**config.mk**
```make
export PLATFORM = sky130hd
export DESIGN_NAME = sd_pattern_writer_flat
export DESIGN_NICKNAME = d
export VERILOG_FILES = /design/src/rtl/sd_block_pkg.sv /design/src/rtl/word_stream_if.sv /design/src/rtl/sd_pattern_writer.sv /design/src/flat_wrapper.sv
export SDC_FILE = /design/constraint.sdc
export NUM_CORES = 1
export LEC_CHECK = 0
export ABC_AREA = 0
export BUFFER_PORTS_ARGS = -buffer_cell sky130_fd_sc_hd__buf_2
export CORE_UTILIZATION = 35
export DETAILED_ROUTE_END_ITERATION = 8
export MAX_ROUTING_LAYER = met4
export SETUP_SLACK_MARGIN = 0.3
export SLEW_MARGIN = 40
export SYNTH_ARGS = -nofsm -noshare
export SYNTH_HDL_FRONTEND = slang
export SYNTH_SLANG_ARGS = --single-unit
```
**constraint.sdc**
```tcl
create_clock -name clk -period 5.9 [get_ports clk]
set_clock_uncertainty 0.1 [all_clocks]
set_input_delay 0.59 -clock clk [delete_from_list [all_inputs] [get_ports clk]]
set_output_delay 0.59 -clock clk [all_outputs]
set_load 0.05 [all_outputs]
```
**src/rtl/sd_block_pkg.sv**
```systemverilog
`default_nettype none

package sd_block_pkg;

  // Pattern word that goes out MSB first
  typedef logic [31:0] word_t;

  // Word position inside a 512-byte sector
  typedef logic [6:0] word_index_t;

  // Sectors per job
  typedef logic [7:0] sector_count_t;

  localparam int WORDS_PER_SECTOR = 128;

endpackage

`default_nettype wire

```
**src/rtl/word_stream_if.sv**
```systemverilog
`timescale 1ns/1ns
`default_nettype none

// Pattern words from producer to sector buffer
interface word_stream_if import sd_block_pkg::*; ();

  logic  valid;
  logic  ready;
  word_t data;
  logic  last;  // Word 127 of the final sector

  modport source (output valid, output data, output last, input ready);
  modport sink   (input valid, input data, input last, output ready);

endinterface

`default_nettype wire

```
**src/rtl/sd_pattern_writer.sv**
```systemverilog
`timescale 1ns/1ns
`default_nettype none

module sd_pattern_writer import sd_block_pkg::*; (
  input  logic          clk,
  input  logic          rst,
  input  logic          start,
  input  sector_count_t sector_count,
  input  word_t         pattern_base,
  input  logic          abort,
  input  logic          job_end,
  output logic          busy,
  output logic          done,
  output logic          write_error,
  word_stream_if.source stream
);

  localparam word_index_t LAST_INDEX = word_index_t'(WORDS_PER_SECTOR - 1);
  // From word 127 of sector j to word 0 of sector j+1
  localparam word_t SECTOR_JUMP = word_t'(256 - (WORDS_PER_SECTOR - 1));

  typedef enum logic [1:0] {
    IDLE,
    STREAM,
    WAIT_END
  } state_t;

  state_t        state;
  sector_count_t count_q;
  sector_count_t sector_idx;
  word_index_t   word_idx;
  word_t         word_q;    // Current pattern value
  logic          last_sector;

  // A count of zero wraps and runs 256 sectors
  assign last_sector = (sector_idx == sector_count_t'(count_q - 8'd1));

  assign stream.valid = (state == STREAM);
  assign stream.data  = word_q;
  assign stream.last  = last_sector && (word_idx == LAST_INDEX);

  always_ff @(posedge clk) begin
    if (rst) begin
      state       <= IDLE;
      busy        <= 1'b0;
      done        <= 1'b0;
      write_error <= 1'b0;
      sector_idx  <= '0;
      word_idx    <= '0;
    end else begin
      done <= 1'b0;
      case (state)
        IDLE: begin
          if (start) begin
            state       <= STREAM;
            busy        <= 1'b1;
            write_error <= 1'b0;
            count_q     <= sector_count;
            word_q      <= pattern_base;
            sector_idx  <= '0;
            word_idx    <= '0;
          end
        end
        STREAM: begin
          if (stream.valid && stream.ready) begin
            word_idx <= word_idx + 7'd1;
            if (word_idx == LAST_INDEX) begin
              sector_idx <= sector_idx + 8'd1;
              word_q     <= word_q + SECTOR_JUMP;
            end else begin
              word_q <= word_q + 32'd1;
            end
            if (stream.last) state <= WAIT_END;  // Rest is up to the writer
          end
        end
        WAIT_END: ;
        default: state <= IDLE;
      endcase

      // Writer closes the job, either after the last sector or on an error
      if (job_end && state != IDLE) begin
        state       <= IDLE;
        busy        <= 1'b0;
        done        <= 1'b1;
        write_error <= abort;
      end
    end
  end

endmodule

`default_nettype wire

```
**src/flat_wrapper.sv**
```systemverilog
// flat-port wrapper written by rule: the top's interface ports become plain ports
module sd_pattern_writer_flat import sd_block_pkg::*;
  (clk, rst, start, sector_count, pattern_base, abort, job_end, busy, done, write_error, stream_valid, stream_data, stream_last, stream_ready);
  word_stream_if stream_i ();
  input  logic clk;
  input  logic rst;
  input  logic start;
  input  sector_count_t sector_count;
  input  word_t pattern_base;
  input  logic abort;
  input  logic job_end;
  output logic busy;
  output logic done;
  output logic write_error;
  output wire logic [$bits(stream_i.valid)-1:0] stream_valid;
  output wire logic [$bits(stream_i.data)-1:0] stream_data;
  output wire logic [$bits(stream_i.last)-1:0] stream_last;
  input wire logic [$bits(stream_i.ready)-1:0] stream_ready;
  assign stream_valid = stream_i.valid;
  assign stream_data = stream_i.data;
  assign stream_last = stream_i.last;
  assign stream_i.ready = stream_ready;
  sd_pattern_writer u_core (.clk(clk), .rst(rst), .start(start), .sector_count(sector_count), .pattern_base(pattern_base), .abort(abort), .job_end(job_end), .busy(busy), .done(done), .write_error(write_error), .stream(stream_i));
endmodule
```
==> metrics.cfg <==
[worst_hold_path]
min_path_cells = 1
hold_class = input port to register
worstHoldStart = sector_count[0]
holdPathEnd = u_core.count_q[0]

[floorplan]
dieArea_mm2 = 0.00981
initial_core_util_pct = 35.8
num_io_pins = 83
core-area_mm2 = 0.00920
rows = 35
die_h_um = 99.0
die_w_um = 99.0

[placement]
routabilityCongestion = 0.773
dpl_cell_area_mm2 = 0.00384
pre_cts_ws_ps = 2960
port_buffers = 82
dpl.hpwl_um = 5330
dp_cells = 529

[final_layout]
area_growth_pct = 22.7
final_common_cell = buf_2
fillers = 922
final_cell_mix = 82 x buf_2, 53 x nand2_1, 40 x edfxtp_1, 31 x nor2_1, 31 x o21ai_0
stdcell_count = 545
fin_area_mm2 = 0.00405
final-seq-area_mm2 = 0.00160
final_layout_size_suffix_gt1_share_pct = 25.8
nets = 480
diodes = 0
multiInputGateArea_mm2 = 0.00163

[sta]
rsz0062_at_grt = no
relSlewSlack_pct = 58.0
min_period_ps = 3160
fmax_mhz = 317
setup_violations = 0
worst_pin_slew_ps = 630
fin_crit_sh_pct = 53.5
worst_slack_ps = 2740
finalSetupTns_ps = 0
finalHoldViolCount = 0
final_max_slew_viol_count = 0

[yosys]
ys.flop_type = edfxtp_1
synth_warnings = 0
synth_nets = 397
synth_seq_area_share_pct = 48.6
synth_area_mm2 = 0.00330
ys_ff_latch = 60
synth.distinct_cells = 46
syn-mean-instance-area_um2 = 9.53
synthCells = 346
synth_edf_count = 40
synth_async_sr_flop_share_pct = 0

[critical_path]
worst-setup-path-type = register to primary output
r2r_end = u_core.stream.data[20]
crit_path_max_fanout = 8
cp.required_ps = 5210
cp-end-kind = primary output
critPathLaunchType = register
reg2reg_slack_ps = 2950
r2r-start = u_core.word_idx[0]
r2r_cells = 9
worst_ep_arrival_time_ps = 2470

[route]
final_antenna_net_count = 0
via_count = 2743
first_pass_iters = 6
drt-vias-per-instance = 5.03
drtIter0Drc = 105
drcViolationCount = 0
wirelength_um = 7310
routedWlPerCell_um = 13.4

[clock_tree]
cts_resized = 0
cts.sinks = 60
clk_latency_ps = 340
post-cts-setup-buffer-count = 0
cts_buffers = 9
cts_hold_repair.buffers = 0
root_buffer = clkbuf_8
clockBufferDepth = 2
cts_htree_levels = 3
cts_tree = done
path_clk_slew_ps = 70

[global_route]
grt_max_degree = 65
grt_usage_pct = 16.2
grt_pass1_vias = 2539
overflow = 0
antenna_found_initial = 0
grt_pass1_wl_um = 12000

[pwr]
power_mw = 1.04
powerDensity_mw_per_mm2 = 257
leakagePower_nw = 1.56
ir_worst_vdd_v = 0.0000885

[job]
max_cap_violations = 0

[status]
outcome = complete, no violations

[area by class of cell]
cell class	instances	area share [%]
sequential	60	39.6
clock inverter	6	1.58
clock buffer	10	3.40
inverter	9	0.835
multi-input combinational	265	40.3
tap	111	3.43
timing repair buffer	84	10.9
[layer usage]
| layer | vias to the layer above | share of wire [%] | wire [µm] | GRT usage, % |
|---|---|---|---|---|
| li1 | 1400 | - | - | - |
| met1 | 1250 | 48 | 3500 | 21.0 |
| met2 | 82 | 46 | 3330 | 24.4 |
| met3 | 11 | 5.0 | 365 | 3.55 |
| met4 | 0 | 1.5 | 112 | 6.89 |
| met5 | - | 0 | 0 | - |
[worst max-delay path, cell delays in order (launching register included)]
cell      delay, ps
edfxtp_1        470
inv_1            90
ha_1            290
nand2b_1        170
a21oi_1          70
a31oi_1         160
a21oi_1         100
a211oi_1        420
buf_2           360
[cell usage after synthesis, types with 6 or more instances]
| cell | count | area [µm²] |
|---|---|---|
| a21oi_1 | 11 | 55.1 |
| clkbuf_1 | 9 | 33.8 |
| dfxtp_1 | 20 | 400 |
| edfxtp_1 | 40 | 1200 |
| inv_1 | 8 | 30.0 |
| nand2_1 | 53 | 199 |
| nand2b_1 | 6 | 37.5 |
| nand3_1 | 15 | 75.1 |
| nand4_1 | 9 | 56.3 |
| nor2_1 | 32 | 120 |
| nor3_1 | 9 | 45.0 |
| o21ai_0 | 31 | 155 |
| xnor2_1 | 24 | 210 |
| xor2_1 | 23 | 201 |
[cells by family after synthesis]
family | synth area share, %
fa+ha+maj | 1.90
compound gates | 10.6
xor+xnor | 12.5
buf+inv | 2.62
flops | 48.6
simple gates | 23.8
[stage by stage]
| stage | hold WS (ps) | util [%] |
|---|---|---|
| finish | 321 | 44.0 |
| detailed placement | 349 | 41.8 |
| CTS | 302 | 44.0 |
| floorplan | 371 | - |
| global route | 303 | 44.0 |
| global placement | 344 | 41.3 |
[worst max-delay path by stage]
stage,start,to,cells past startpoint
floorplan,u_core.count_q[0],stream_last,6
global placement,u_core.state[1],stream_valid,3
detailed placement,u_core.word_idx[0],u_core.stream.data[20],9
CTS,u_core.count_q[0],stream_last,7
global route,u_core.count_q[0],stream_last,7
finish,u_core.count_q[0],stream_last,8
[sequential cells by signal (all words and copies together) (netlist names)]
name / cells
u_core.sector_idx: 8
u_core.word_idx: 7
u_core.done: 1
u_core.state: 2
u_core.write_error: 1
u_core.count_q: 8
u_core.stream.data: 32
u_core.busy: 1
[power by group]
| group | switching [mW] | total (mW) | internal (mW) |
|---|---|---|---|
| Combinational | 0.108 | 0.157 | 0.0497 |
| Clock | 0.180 | 0.386 | 0.206 |
| Sequential | 0.0216 | 0.496 | 0.474 |
| Total | 0.310 | 1.04 | 0.729 |
(Power assumes the default switching activity.)
