## src/rtl/sd_block_pkg.sv

```systemverilog
`default_nettype none

package sd_block_pkg;

  // Pattern word that goes out MSB first
  typedef logic [31:0] word_t;

  // Word position inside a 512-byte sector
  typedef logic [6:0] word_index_t;

  // Sectors per job
  typedef logic [7:0] sector_count_t;

  localparam int WORDS_PER_SECTOR = 128;

endpackage

`default_nettype wire

```

## src/rtl/sd_spi_pkg.sv

```systemverilog
`default_nettype none

package sd_spi_pkg;

  // One byte on the SPI wires
  typedef logic [7:0] sd_byte_t;

  // Counts 512-byte sectors since the card uses block addressing
  typedef logic [31:0] sd_block_addr_t;

  // Start bit 0 and host bit 1 ahead of the 6-bit index 24
  localparam sd_byte_t CMD24_BYTE = 8'h58;

  // Single-block write data token
  localparam sd_byte_t START_TOKEN = 8'hFE;

  // MOSI held high. Also serves as the dummy CRC byte
  localparam sd_byte_t IDLE_BYTE = 8'hFF;

  // Low 5 bits of the data response token
  localparam logic [4:0] DATA_ACCEPTED = 5'b00101;

  // Bytes to wait for R1 after the command frame (NCR)
  localparam int R1_POLL_LIMIT = 8;

  // Bytes of 0x00 allowed while the card programs the block
  localparam int BUSY_POLL_LIMIT = 4096;

endpackage

`default_nettype wire

```

## src/rtl/sector_if.sv

```systemverilog
`timescale 1ns/1ns
`default_nettype none

// Finished sector handed from buffer to block writer
interface sector_if import sd_block_pkg::*; ();

  logic        sector_ready;  // A full bank is waiting
  logic        is_last;       // That bank closes the job
  word_index_t rd_index;
  word_t       rd_data;       // One clock behind rd_index
  logic        taken;         // Frees the bank

  modport buffer (
    output sector_ready,
    output is_last,
    output rd_data,
    input  rd_index,
    input  taken
  );

  modport writer (
    input  sector_ready,
    input  is_last,
    input  rd_data,
    output rd_index,
    output taken
  );

endinterface

`default_nettype wire

```

## src/rtl/sd_block_writer.sv

```systemverilog
`timescale 1ns/1ns
`default_nettype none

module sd_block_writer import sd_spi_pkg::*, sd_block_pkg::*; #(
  parameter int CLK_DIV = 2
) (
  input  logic           clk,
  input  logic           rst,
  input  logic           start,
  input  sd_block_addr_t first_block,
  input  logic           sd_miso,
  sector_if.writer       sector,
  output logic           abort,
  output logic           job_end,
  output logic           sd_cs,
  output logic           sd_sclk,
  output logic           sd_mosi
);

  localparam int CNT_W      = $clog2(BUSY_POLL_LIMIT);
  localparam int DATA_BYTES = WORDS_PER_SECTOR * 4;

  localparam logic [CNT_W-1:0] CMD_LAST  = CNT_W'(6);  // Filler, command, address, CRC
  localparam logic [CNT_W-1:0] R1_LAST   = CNT_W'(R1_POLL_LIMIT - 1);
  localparam logic [CNT_W-1:0] DATA_LAST = CNT_W'(DATA_BYTES - 1);
  localparam logic [CNT_W-1:0] BUSY_LAST = CNT_W'(BUSY_POLL_LIMIT - 1);

  typedef enum logic [3:0] {
    IDLE,
    CMD,
    R1_WAIT,
    TOKEN,
    DATA,
    CRC,
    RESP,
    BUSY,
    RELEASE
  } state_t;

  state_t           state;
  sd_block_addr_t   block_addr;
  logic [CNT_W-1:0] byte_cnt;   // Byte within the current state
  word_index_t      word_idx;   // Next word to fetch
  word_t            word_sr;    // Word being sent
  logic             failed;
  logic             pending;    // Byte in flight
  logic             byte_go;
  logic             byte_done;
  logic             bad_byte;
  sd_byte_t         tx_byte;
  sd_byte_t         rx_byte;

  sd_spi_byte_engine #(
    .CLK_DIV (CLK_DIV)
  ) engine (
    .clk       (clk),
    .rst       (rst),
    .go        (byte_go),
    .tx_byte   (tx_byte),
    .sd_miso   (sd_miso),
    .rx_byte   (rx_byte),
    .byte_done (byte_done),
    .sd_sclk   (sd_sclk),
    .sd_mosi   (sd_mosi)
  );

  assign sector.rd_index = word_idx;

  always_comb begin
    case (state)
      CMD: begin
        case (byte_cnt[2:0])
          3'd1:    tx_byte = CMD24_BYTE;
          3'd2:    tx_byte = block_addr[31:24];
          3'd3:    tx_byte = block_addr[23:16];
          3'd4:    tx_byte = block_addr[15:8];
          3'd5:    tx_byte = block_addr[7:0];
          default: tx_byte = IDLE_BYTE;  // Leading filler and dummy CRC
        endcase
      end
      TOKEN:   tx_byte = byte_cnt[0] ? START_TOKEN : IDLE_BYTE;
      DATA:    tx_byte = word_sr[31:24];
      default: tx_byte = IDLE_BYTE;
    endcase
  end

  // Judges the byte the card just returned
  always_comb begin
    case (state)
      R1_WAIT: bad_byte = rx_byte[7] ? (byte_cnt == R1_LAST) : (rx_byte != 8'h00);
      RESP:    bad_byte = (rx_byte[4:0] != DATA_ACCEPTED);
      BUSY:    bad_byte = (rx_byte == 8'h00) && (byte_cnt == BUSY_LAST);
      default: bad_byte = 1'b0;
    endcase
  end

  always_ff @(posedge clk) begin
    if (rst) begin
      state        <= IDLE;
      sd_cs        <= 1'b1;
      byte_go      <= 1'b0;
      pending      <= 1'b0;
      byte_cnt     <= '0;
      word_idx     <= '0;
      failed       <= 1'b0;
      abort        <= 1'b0;
      job_end      <= 1'b0;
      sector.taken <= 1'b0;
    end else begin
      byte_go      <= 1'b0;
      abort        <= 1'b0;
      job_end      <= 1'b0;
      sector.taken <= 1'b0;
      if (state == IDLE) begin
        if (start) block_addr <= first_block;
        // Buffer still shows the old bank during a taken or abort pulse
        if (sector.sector_ready && !sector.taken && !abort) begin
          state    <= CMD;
          sd_cs    <= 1'b0;
          byte_cnt <= '0;
          word_idx <= '0;
          failed   <= 1'b0;
        end
      end else if (!pending) begin
        byte_go <= 1'b1;
        pending <= 1'b1;
      end else if (byte_done) begin
        pending  <= 1'b0;
        byte_cnt <= byte_cnt + CNT_W'(1);
        if (bad_byte) begin
          failed   <= 1'b1;
          sd_cs    <= 1'b1;
          state    <= RELEASE;
          byte_cnt <= '0;
        end else begin
          case (state)
            CMD: begin
              if (byte_cnt == CMD_LAST) begin
                state    <= R1_WAIT;
                byte_cnt <= '0;
              end
            end
            R1_WAIT: begin
              if (!rx_byte[7]) begin  // R1 arrived and was zero
                state    <= TOKEN;
                byte_cnt <= '0;
              end
            end
            TOKEN: begin
              if (byte_cnt[0]) begin
                state    <= DATA;
                byte_cnt <= '0;
                word_sr  <= sector.rd_data;
                word_idx <= word_idx + 7'd1;
              end
            end
            DATA: begin
              if (byte_cnt[1:0] == 2'd3) begin
                word_sr  <= sector.rd_data;  // Prefetched four bytes ago
                word_idx <= word_idx + 7'd1;
              end else begin
                word_sr <= word_sr << 8;
              end
              if (byte_cnt == DATA_LAST) begin
                state    <= CRC;
                byte_cnt <= '0;
              end
            end
            CRC: begin
              if (byte_cnt[0]) begin
                state    <= RESP;
                byte_cnt <= '0;
              end
            end
            RESP: begin
              state    <= BUSY;
              byte_cnt <= '0;
            end
            BUSY: begin
              if (rx_byte != 8'h00) begin  // Card done programming
                state    <= RELEASE;
                sd_cs    <= 1'b1;
                byte_cnt <= '0;
              end
            end
            RELEASE: begin
              state <= IDLE;
              if (failed) begin
                abort   <= 1'b1;
                job_end <= 1'b1;
              end else begin
                sector.taken <= 1'b1;
                block_addr   <= block_addr + 32'd1;
                job_end      <= sector.is_last;
              end
            end
            default: state <= IDLE;
          endcase
        end
      end
    end
  end

  // Card stays selected from the command through the busy period
  assert property (@(posedge clk) disable iff (rst)
    state inside {CMD, R1_WAIT, TOKEN, DATA, CRC, RESP, BUSY} |-> !sd_cs);

  // Job only ends with the card released and SCLK parked
  assert property (@(posedge clk) disable iff (rst)
    job_end |-> sd_cs && !sd_sclk);

endmodule

`default_nettype wire

```

## src/rtl/sd_spi_byte_engine.sv

```systemverilog
`timescale 1ns/1ns
`default_nettype none

module sd_spi_byte_engine import sd_spi_pkg::*; #(
  parameter int CLK_DIV = 2
) (
  input  logic     clk,
  input  logic     rst,
  input  logic     go,
  input  sd_byte_t tx_byte,
  input  logic     sd_miso,
  output sd_byte_t rx_byte,
  output logic     byte_done,
  output logic     sd_sclk,
  output logic     sd_mosi
);

  localparam int               DIV_W    = $clog2(CLK_DIV + 1);
  localparam logic [DIV_W-1:0] DIV_LAST = DIV_W'(CLK_DIV - 1);

  logic             active;
  logic [DIV_W-1:0] div_cnt;
  logic [3:0]       edge_cnt;   // 16 SCLK edges per byte
  sd_byte_t         tx_shift;
  sd_byte_t         rx_shift;
  logic             half_end;

  assign half_end = active && (div_cnt == DIV_LAST);

  always_ff @(posedge clk) begin
    if (rst) begin
      active    <= 1'b0;
      div_cnt   <= '0;
      edge_cnt  <= '0;
      byte_done <= 1'b0;
      sd_sclk   <= 1'b0;
      sd_mosi   <= 1'b1;
    end else begin
      byte_done <= 1'b0;
      if (active) begin
        div_cnt <= half_end ? '0 : div_cnt + 1'b1;
        if (half_end) begin
          sd_sclk  <= ~sd_sclk;
          edge_cnt <= edge_cnt + 4'd1;
          if (!sd_sclk) begin
            rx_shift <= {rx_shift[6:0], sd_miso};  // Rising edge samples
          end else begin
            sd_mosi  <= tx_shift[7];               // Falling edge shifts
            tx_shift <= {tx_shift[6:0], 1'b1};
          end
          if (edge_cnt == 4'd15) begin
            active    <= 1'b0;
            byte_done <= 1'b1;
            rx_byte   <= rx_shift;
          end
        end
      end else if (go) begin
        // First bit goes out ahead of the first rising edge
        active   <= 1'b1;
        div_cnt  <= '0;
        edge_cnt <= '0;
        sd_mosi  <= tx_byte[7];
        tx_shift <= {tx_byte[6:0], 1'b1};  // Ones refill so MOSI idles high
      end
    end
  end

  // Writer never starts a byte over a running one
  assert property (@(posedge clk) disable iff (rst) go |-> !active);

  // A byte is sixteen half periods of SCLK
  assert property (@(posedge clk) disable iff (rst)
    go |=> ##(16 * CLK_DIV) byte_done);

endmodule

`default_nettype wire

```

## src/flat_wrapper.sv

```systemverilog
// flat-port wrapper written by rule: the top's interface ports become plain ports
module sd_block_writer_flat import sd_spi_pkg::*, sd_block_pkg::*;
#(
  parameter int CLK_DIV = 2
)
  (clk, rst, start, first_block, sd_miso, abort, job_end, sd_cs, sd_sclk, sd_mosi, sector_sector_ready, sector_is_last, sector_rd_data, sector_rd_index, sector_taken);
  sector_if sector_i ();
  input  logic clk;
  input  logic rst;
  input  logic start;
  input  sd_block_addr_t first_block;
  input  logic sd_miso;
  output logic abort;
  output logic job_end;
  output logic sd_cs;
  output logic sd_sclk;
  output logic sd_mosi;
  input wire logic [$bits(sector_i.sector_ready)-1:0] sector_sector_ready;
  input wire logic [$bits(sector_i.is_last)-1:0] sector_is_last;
  input wire logic [$bits(sector_i.rd_data)-1:0] sector_rd_data;
  output wire logic [$bits(sector_i.rd_index)-1:0] sector_rd_index;
  output wire logic [$bits(sector_i.taken)-1:0] sector_taken;
  assign sector_i.sector_ready = sector_sector_ready;
  assign sector_i.is_last = sector_is_last;
  assign sector_i.rd_data = sector_rd_data;
  assign sector_rd_index = sector_i.rd_index;
  assign sector_taken = sector_i.taken;
  sd_block_writer #(.CLK_DIV(CLK_DIV)) u_core (.clk(clk), .rst(rst), .start(start), .first_block(first_block), .sd_miso(sd_miso), .sector(sector_i), .abort(abort), .job_end(job_end), .sd_cs(sd_cs), .sd_sclk(sd_sclk), .sd_mosi(sd_mosi));
endmodule
```

## config.mk

```make
export PLATFORM = sky130hd
export DESIGN_NAME = sd_block_writer_flat
export DESIGN_NICKNAME = d
export VERILOG_FILES = /design/src/rtl/sd_block_pkg.sv /design/src/rtl/sd_spi_pkg.sv /design/src/rtl/sector_if.sv /design/src/rtl/sd_block_writer.sv /design/src/rtl/sd_spi_byte_engine.sv /design/src/flat_wrapper.sv
export SDC_FILE = /design/constraint.sdc
export NUM_CORES = 1
export LEC_CHECK = 0
export ABC_CLOCK_PERIOD_IN_PS = 3800
export BUFFER_PORTS_ARGS = -buffer_cell sky130_fd_sc_hd__buf_4
export CAP_MARGIN = 20
export CORE_MARGIN = 10
export CORE_UTILIZATION = 40
export DETAILED_ROUTE_END_ITERATION = 12
export PLACE_DENSITY = 0.6
export SETUP_SLACK_MARGIN = 0.5
export SLEW_MARGIN = 20
export SYNTH_ARGS = -nofsm -noshare
export SYNTH_HDL_FRONTEND = slang
export SYNTH_SLANG_ARGS = --single-unit
```

## constraint.sdc

```tcl
create_clock -name clk -period 3.8 [get_ports clk]
set_clock_uncertainty 0.2 [all_clocks]
set_input_delay 0.76 -clock clk [delete_from_list [all_inputs] [get_ports clk]]
set_output_delay 0.76 -clock clk [all_outputs]
set_load 0.005 [all_outputs]
```

==> metrics.cfg, run 1 <==
[final_layout]
diodes=0
final-seq-area_sq_mm=0.003413
final_area_sq_mm=0.007946
final_common_cell=buf_4
final_core_util_pct=49.49
stdcell_count=943
syn_to_final_growth_pct=19.94
multi_input_area_sq_mm=0.003000
final_cell_mix=buf_4 (88), nand2_1 (87), edfxtp_1 (87)
layout-drive-gt1-share_pct=22.70
fillers=1477
fin_nets=792

[synth]
synthArstFlopShare_pct=0
syn_inst=639
seq_area_frac_synth_pct=51.52
synthesis.area_sq_mm=0.006625
yosys_warnings=0
synth_cell_types=72
ys.flop_type=edfxtp_1
synth_edf_count=87
syn_avg_cell_area_sq_um=10.37
ys_ff_latch=127
synth_fp_nets=717

[sta]
setup_tns_ps=0
fin_crit_sh_pct=80.62
worst_slew_pin_slew_ps=966.8
maxSlewViolCount=0
finalSetupViolations=0
hold_violations=0
maxSlewHeadroom_pct=35.05
rsz0062_at_grt=false
fmax_mhz=326.4
period_needed_ps=3063

[route]
wirelength_um=16050
ant_nets=0
drc_errors=0
vias=5096
vias_per_cell=5.404
wl_per_cell_um=17.02
dr.pass1.iters=5
drt_iter0_markers=363

[worst_setup_path]
cp-end-kind=flop
critPathKind=flop to flop
cp_max_fo=32
worstRegToRegCells=7
timing.rr.start=u_core.state[3]
arrival_ps=2940
cp.required_ps=3680
reg2reg_to=u_core.word_sr[26]
cp-start-kind=flop
r2r_setup_slack_ps=740

[place]
place.detailed.hpwl_um=11640
place_congestion=0.9087
port_buffers=82
placedCellCount=911
postPlaceCellArea_sq_mm=0.007390

[hold_path]
hold_end=u_core.engine.rx_byte[7]
whs_path_depth=0
min_path_type=flop to flop
min_from=u_core.engine.rx_shift[7]

[power]
leakagePower_nw=2.818
powerDensity_mw_per_mm2=557.5
max-vdd-ir-drop_mv=0.3520

[floorplan]
fp.dieArea_sq_mm=0.02211
fp.dieH_um=148.7
coreArea_sq_mm=0.01606
start_util_pct=41.26
ios=83
rows=46
die_x_um=148.7

[cts]
cts_made_buffers=17
cts_tree=yes
htree_levels=4
clockBufferDepth=2
insertion_delay_ps=430
cts_hold_buf=0
clk_pin_slew_ps=60
post_cts_buffers=0
clock_sinks=127
cts_root_buf=clkbuf_16
post_cts_resized=0

[global_routing]
grt_first_pass_wirelength_um=26480
grt_overflow=0
grt_max_degree=66
grt_pass1_vias=5152
track_usage_pct=14.93
antenna_found_initial=0

[outcome]
status=finished, final reports clean

[run]
drv_cap=0

## state kept, by name, indices dropped and copies added (netlist names)
name,flops
u_core.engine.div_cnt,2
u_core.engine.active,1
u_core.byte_go,1
u_core.engine.sd_sclk,1
u_core.abort,1
u_core.engine.rx_byte,8
u_core.sd_cs,1
u_core.engine.sd_mosi,1
u_core.state,4
u_core.engine.edge_cnt,4
u_core.word_sr,32
u_core.engine.byte_done,1
u_core.block_addr,32
u_core.sector.rd_index,7
u_core.failed,1
u_core.job_end,1
u_core.engine.tx_shift,7
u_core.byte_cnt,12
u_core.engine.rx_shift,8
u_core.sector.taken,1
u_core.pending,1
## how the worst max path moves through the flow
| stage | slack (ps) | cells past startpoint | startpoint | endpoint |
|---|---|---|---|---|
| CTS | 770 | 6 | u_core.state[2] | u_core.word_sr[26] |
| detailed placement | 800 | 6 | u_core.state[2] | u_core.word_sr[6] |
| global route | 530 | 7 | u_core.state[3] | u_core.word_sr[26] |
| floorplan | 820 | 6 | u_core.engine.rx_byte[1] | u_core.word_sr[0] |
| finish | 740 | 7 | u_core.state[3] | u_core.word_sr[26] |
| global placement | 890 | 6 | u_core.state[2] | u_core.word_sr[5] |
## Yosys cell counts (4+ instances only)
master,count,area (sq um)
a21oi_1,33,165.2
a221oi_1,12,105.1
a22oi_1,7,52.55
a32oi_1,6,52.55
and2_1,6,37.54
and3_1,10,62.56
and4_1,5,43.79
buf_2,7,35.03
buf_4,4,30.03
buf_6,4,45.04
clkbuf_1,14,52.55
dfxtp_1,40,800.8
edfxtp_1,87,2613
ha_1,8,100.1
inv_1,15,56.30
mux2_1,5,56.30
mux2_2,20,225.2
nand2_1,87,326.6
nand2b_1,4,25.02
nand3_1,29,145.1
nand4_1,8,50.05
nor2_1,38,142.6
nor2b_1,12,75.07
nor3_1,28,140.1
o21ai_0,39,195.2
o21ai_1,5,25.02
o22ai_1,4,25.02
or3_1,4,25.02
xnor2_1,13,113.9
xor2_1,29,254.0
## metal layers
layer,up-vias,part of all wire [%],track usage [%]
met5,-,0,0
met4,0,1.3,4.906
met3,14,5.6,4.794
met2,133,45,22.68
met1,2435,48,19.62
li1,2514,-,-
## stage by stage
stage | hold WS, ps | worst slack, ps | power [W]
after floorplan | 200.3 | 820.2 | 0.002644
after detailed placement | 209.3 | 802.0 | 0.002946
final | 224.4 | 736.6 | 0.004430
after CTS | 223.9 | 772.6 | 0.004462
after global routing | 226.6 | 527.8 | 0.004676
after global placement | 203.6 | 885.4 | 0.002920
## where the power goes
| part | leakage, nW | switching (W) | total, W | internal [W] |
|---|---|---|---|---|
| sequential | 1.11 | 0.000176 | 0.00187 | 0.00169 |
| combinational | 1.44 | 0.000669 | 0.00106 | 0.000388 |
| clock | 0.266 | 0.000643 | 0.00150 | 0.000860 |
## final cells by class
class	instances	area share (%)
flip-flops and latches	127	42.95
multi-input cells	465	37.76
repair buffers	88	8.314
clock buffers	19	5.574
well taps	216	3.401
clock inverters	13	1.291
inverters	15	0.7085
## critical path, stage by stage (launching register included)
cell	delay [ps]
dfxtp_1	710
or2_4	290
a311o_1	170
o41ai_4	120
nor3_4	390
nand2_1	280
nor2_2	170
buf_4	370
## cells by family after synthesis
kind of cell    synth area share [%]
mux                            4.703
flops                          51.52
fa+ha+maj                      1.511
simple gates                   20.43
xor+xnor                       5.552
buf+inv                        3.475
compound gates                 12.80
Power figures use the tool's default switching activity.
==> inputs of run 2 (changes only) <==
ABC_AREA = 1   (was default)
ABC_CLOCK_PERIOD_IN_PS = 2600   (was 3800)
PLACE_DENSITY = 0.62   (was 0.6)
clock period = 2.6 ns   (was 3.8 ns; I/O delays follow)
==> metrics.cfg, run 2 <==
[outcome]
status=finished, final reports clean

[global_routing]
track_usage_pct=16.20
grt_max_degree=35
grt_pass1_vias=5966
grt_overflow=0
grt_first_pass_wirelength_um=29370
antenna_found_initial=0

[power]
p_int_w=0.005273
max-vdd-ir-drop_mv=0.7315
power_frac_comb_pct=37.8
p_sw_share_pct=37.15
leakagePower_nw=3.689
powerDensity_mw_per_mm2=909.6
p_clk_share_pct=28.6
switchingPower_w=0.003117
seq_power_share_pct=33.6

[synth]
synth_top_area_share_pct=38.28
synth_edf_count=87
synthTopCellsByArea=edfxtp_1 (38%), dfxtp_1 (12%), nand2_1 (11%)
yosysMostFrequentCell=nand2_1
syn_inst=799
yosys_warnings=0
syn_avg_cell_area_sq_um=8.542
synth_commonest_cells=nand2_1 (196), nor2_1 (93), edfxtp_1 (87)
seq_area_frac_synth_pct=50.01
synthesis.area_sq_mm=0.006825
synth_fp_nets=877
ys.flop_type=edfxtp_1
synth_cell_types=43
synth_top_cell_by_area=edfxtp_1
ys_ff_latch=127
synthArstFlopShare_pct=0

[worst_setup_path]
arrival_ps=2140
crit_end=u_core.word_sr[10]
r2r_setup_slack_ps=460
cp-start-kind=flop
cp_common_cell=nor2_4
crit_family=simple AND/OR/NAND/NOR gates
worstRegToRegCells=12
cp-startpoint=u_core.byte_cnt[2]
cp_max_fo=8
cp-end-kind=flop
cp.depth=12
reg2reg_to=u_core.word_sr[10]
cp.required_ps=2600
cp_cell_sequence=nand2_2 > nor2_4 > nand3_2 > nor2_2 > nor2_4 > nand2_4 > nor2_4 > nand2_4 > nor2_4 > buf_12 > buf_12 > buf_16
critPathMaxStageDelay_ps=450
cp_slowest_cell=dfxtp_2
critPathBufInv=3
critPathKind=flop to flop
timing.rr.start=u_core.byte_cnt[2]

[floorplan]
coreArea_sq_mm=0.01664
die_x_um=150.6
start_util_pct=41.01
fp.dieArea_sq_mm=0.02269
fp.dieH_um=150.6
rows=47
ios=83

[final_layout]
final_cell_mix=nand2_1 (190), buf_4 (131), edfxtp_1 (87)
final_common_cell=nand2_1
fin_nets=1027
diodes=0
layout-drive-gt1-share_pct=30.56
top_regs=u_core.block_addr: 32 flops, u_core.word_sr: 32 flops, u_core.byte_cnt: 12 flops
final_core_util_pct=55.42
syn_to_final_growth_pct=35.12

[sta]
hold_violations=0
worst_slew_pin_slew_ps=609.9
maxSlewViolCount=0
finalSetupViolations=0
period_needed_ps=2141
setup_tns_ps=0
fmax_mhz=467.1
fin_crit_sh_pct=82.34
maxSlewHeadroom_pct=59.19
rsz0062_at_grt=true

[route]
vias=6081
drt_iter0_markers=467
dr.pass1.iters=5
wl_per_cell_um=16.05
wirelength_um=18970
vias_per_cell=5.145
ant_nets=0
drc_errors=0

[place]
port_buffers=82
place_congestion=0.9159
place.detailed.hpwl_um=12940

[cts]
clockBufferDepth=2
cts_made_buffers=17
clk_pin_slew_ps=60
htree_levels=4
cts_hold_buf=0
cts_tree=yes
cts_root_buf=clkbuf_16
clock_sinks=127
insertion_delay_ps=430

[run]
drv_cap=0

[hold_path]
whs_path_depth=1
min_path_type=input pin to flop

==> run 2: changes by cell type after synthesis, moves of 11 or more <==
cell,previous run,this run
nand2_1,87,196
nor2b_1,12,0
nor2_1,38,93
xor2_1,29,17
inv_1,15,80
nand3_1,29,55
nor3_1,28,17
a221oi_1,12,1
==> run 2: worst reg2reg max path: cells and delay by family, from the launching register on <==
kind,cells,cell delay [ps]
buffers and inverters,3,390
flip-flops,1,450
AND/OR/NAND/NOR,9,870
==> run 2: repair_timing <==
item                       in CTS  in global routing
hold endpoints to repair        0                  0
cloned                          3                  3
gates resized for setup        31                 51
buffers inserted               17                 30
setup endpoints to repair     101                108
pin swaps                      15                 18
==> run 2: kinds of logic (layout without fill, tap and decap cells) <==
| kind of cell | after synthesis | count (layout) | share of synthesized area (%) |
|---|---|---|---|
| AO/OA/AOI/OAI | 100 | 100 | 7.956 |
| adder cells (fa/ha/maj) | 8 | 8 | 1.467 |
| flip-flops | 127 | 127 | 50.01 |
| AND/OR/NAND/NOR | 410 | 411 | 27.09 |
| buffers and inverters | 104 | 266 | 6.178 |
| XOR/XNOR | 26 | 26 | 3.336 |
| multiplexers | 24 | 24 | 3.960 |
==> run 2: stage by stage <==
step	std cells	worst slack (ps)	instance area (sq um)	hold WS [ps]	power, W
after global routing	1182	330.1	9223	79.25	0.008869
after CTS	1149	451.4	8768	73.85	0.007952
after detailed placement	1097	210.4	7829	227.0	0.005470
after floorplan	799	136.3	6912	200.3	0.004769
after global placement	1097	211.8	7829	204.2	0.005463
final	1182	459.2	9223	77.63	0.008389
==> run 2: area by class of cell <==
| class | count | area, sq um |
|---|---|---|
| fillers | 1461 | 7420 |
| clock buffers | 18 | 439.2 |
| repair buffers | 146 | 1290 |
| well taps | 220 | 275.3 |
| multi-input cells | 569 | 3294 |
| flip-flops and latches | 127 | 3430 |
| clock inverters | 14 | 153.9 |
| inverters | 88 | 340.3 |
==> run 2: metal layers <==
layer  part of all wire, %  up-vias  track usage [%]
met2                    45      225            24.89
met3                   9.3       35            6.273
met4                   1.9        0            5.630
li1                      -     2989                -
met5                     0        -                0
met1                    43     2832            20.37
==> run 2: power by group through the flow <==
stage                     clock network [W]  logic, W  registers, W
after global routing                0.00252   0.00350       0.00285
after CTS                           0.00243   0.00271       0.00281
after detailed placement                  0   0.00263       0.00284
after global placement                    0   0.00262       0.00284
final                               0.00240   0.00317       0.00282
after floorplan                           0   0.00201       0.00276
==> run 2: worst min path at each step <==
stage / from / endpoint / slack, ps
floorplan: u_core.engine.rx_shift[7] / u_core.engine.rx_byte[7] / 200
global placement: u_core.engine.rx_shift[7] / u_core.engine.rx_byte[7] / 200
detailed placement: u_core.engine.rx_shift[7] / u_core.engine.rx_byte[7] / 230
CTS: sd_miso / u_core.engine.rx_shift[0] / 70
global route: sd_miso / u_core.engine.rx_shift[0] / 80
finish: sd_miso / u_core.engine.rx_shift[0] / 80
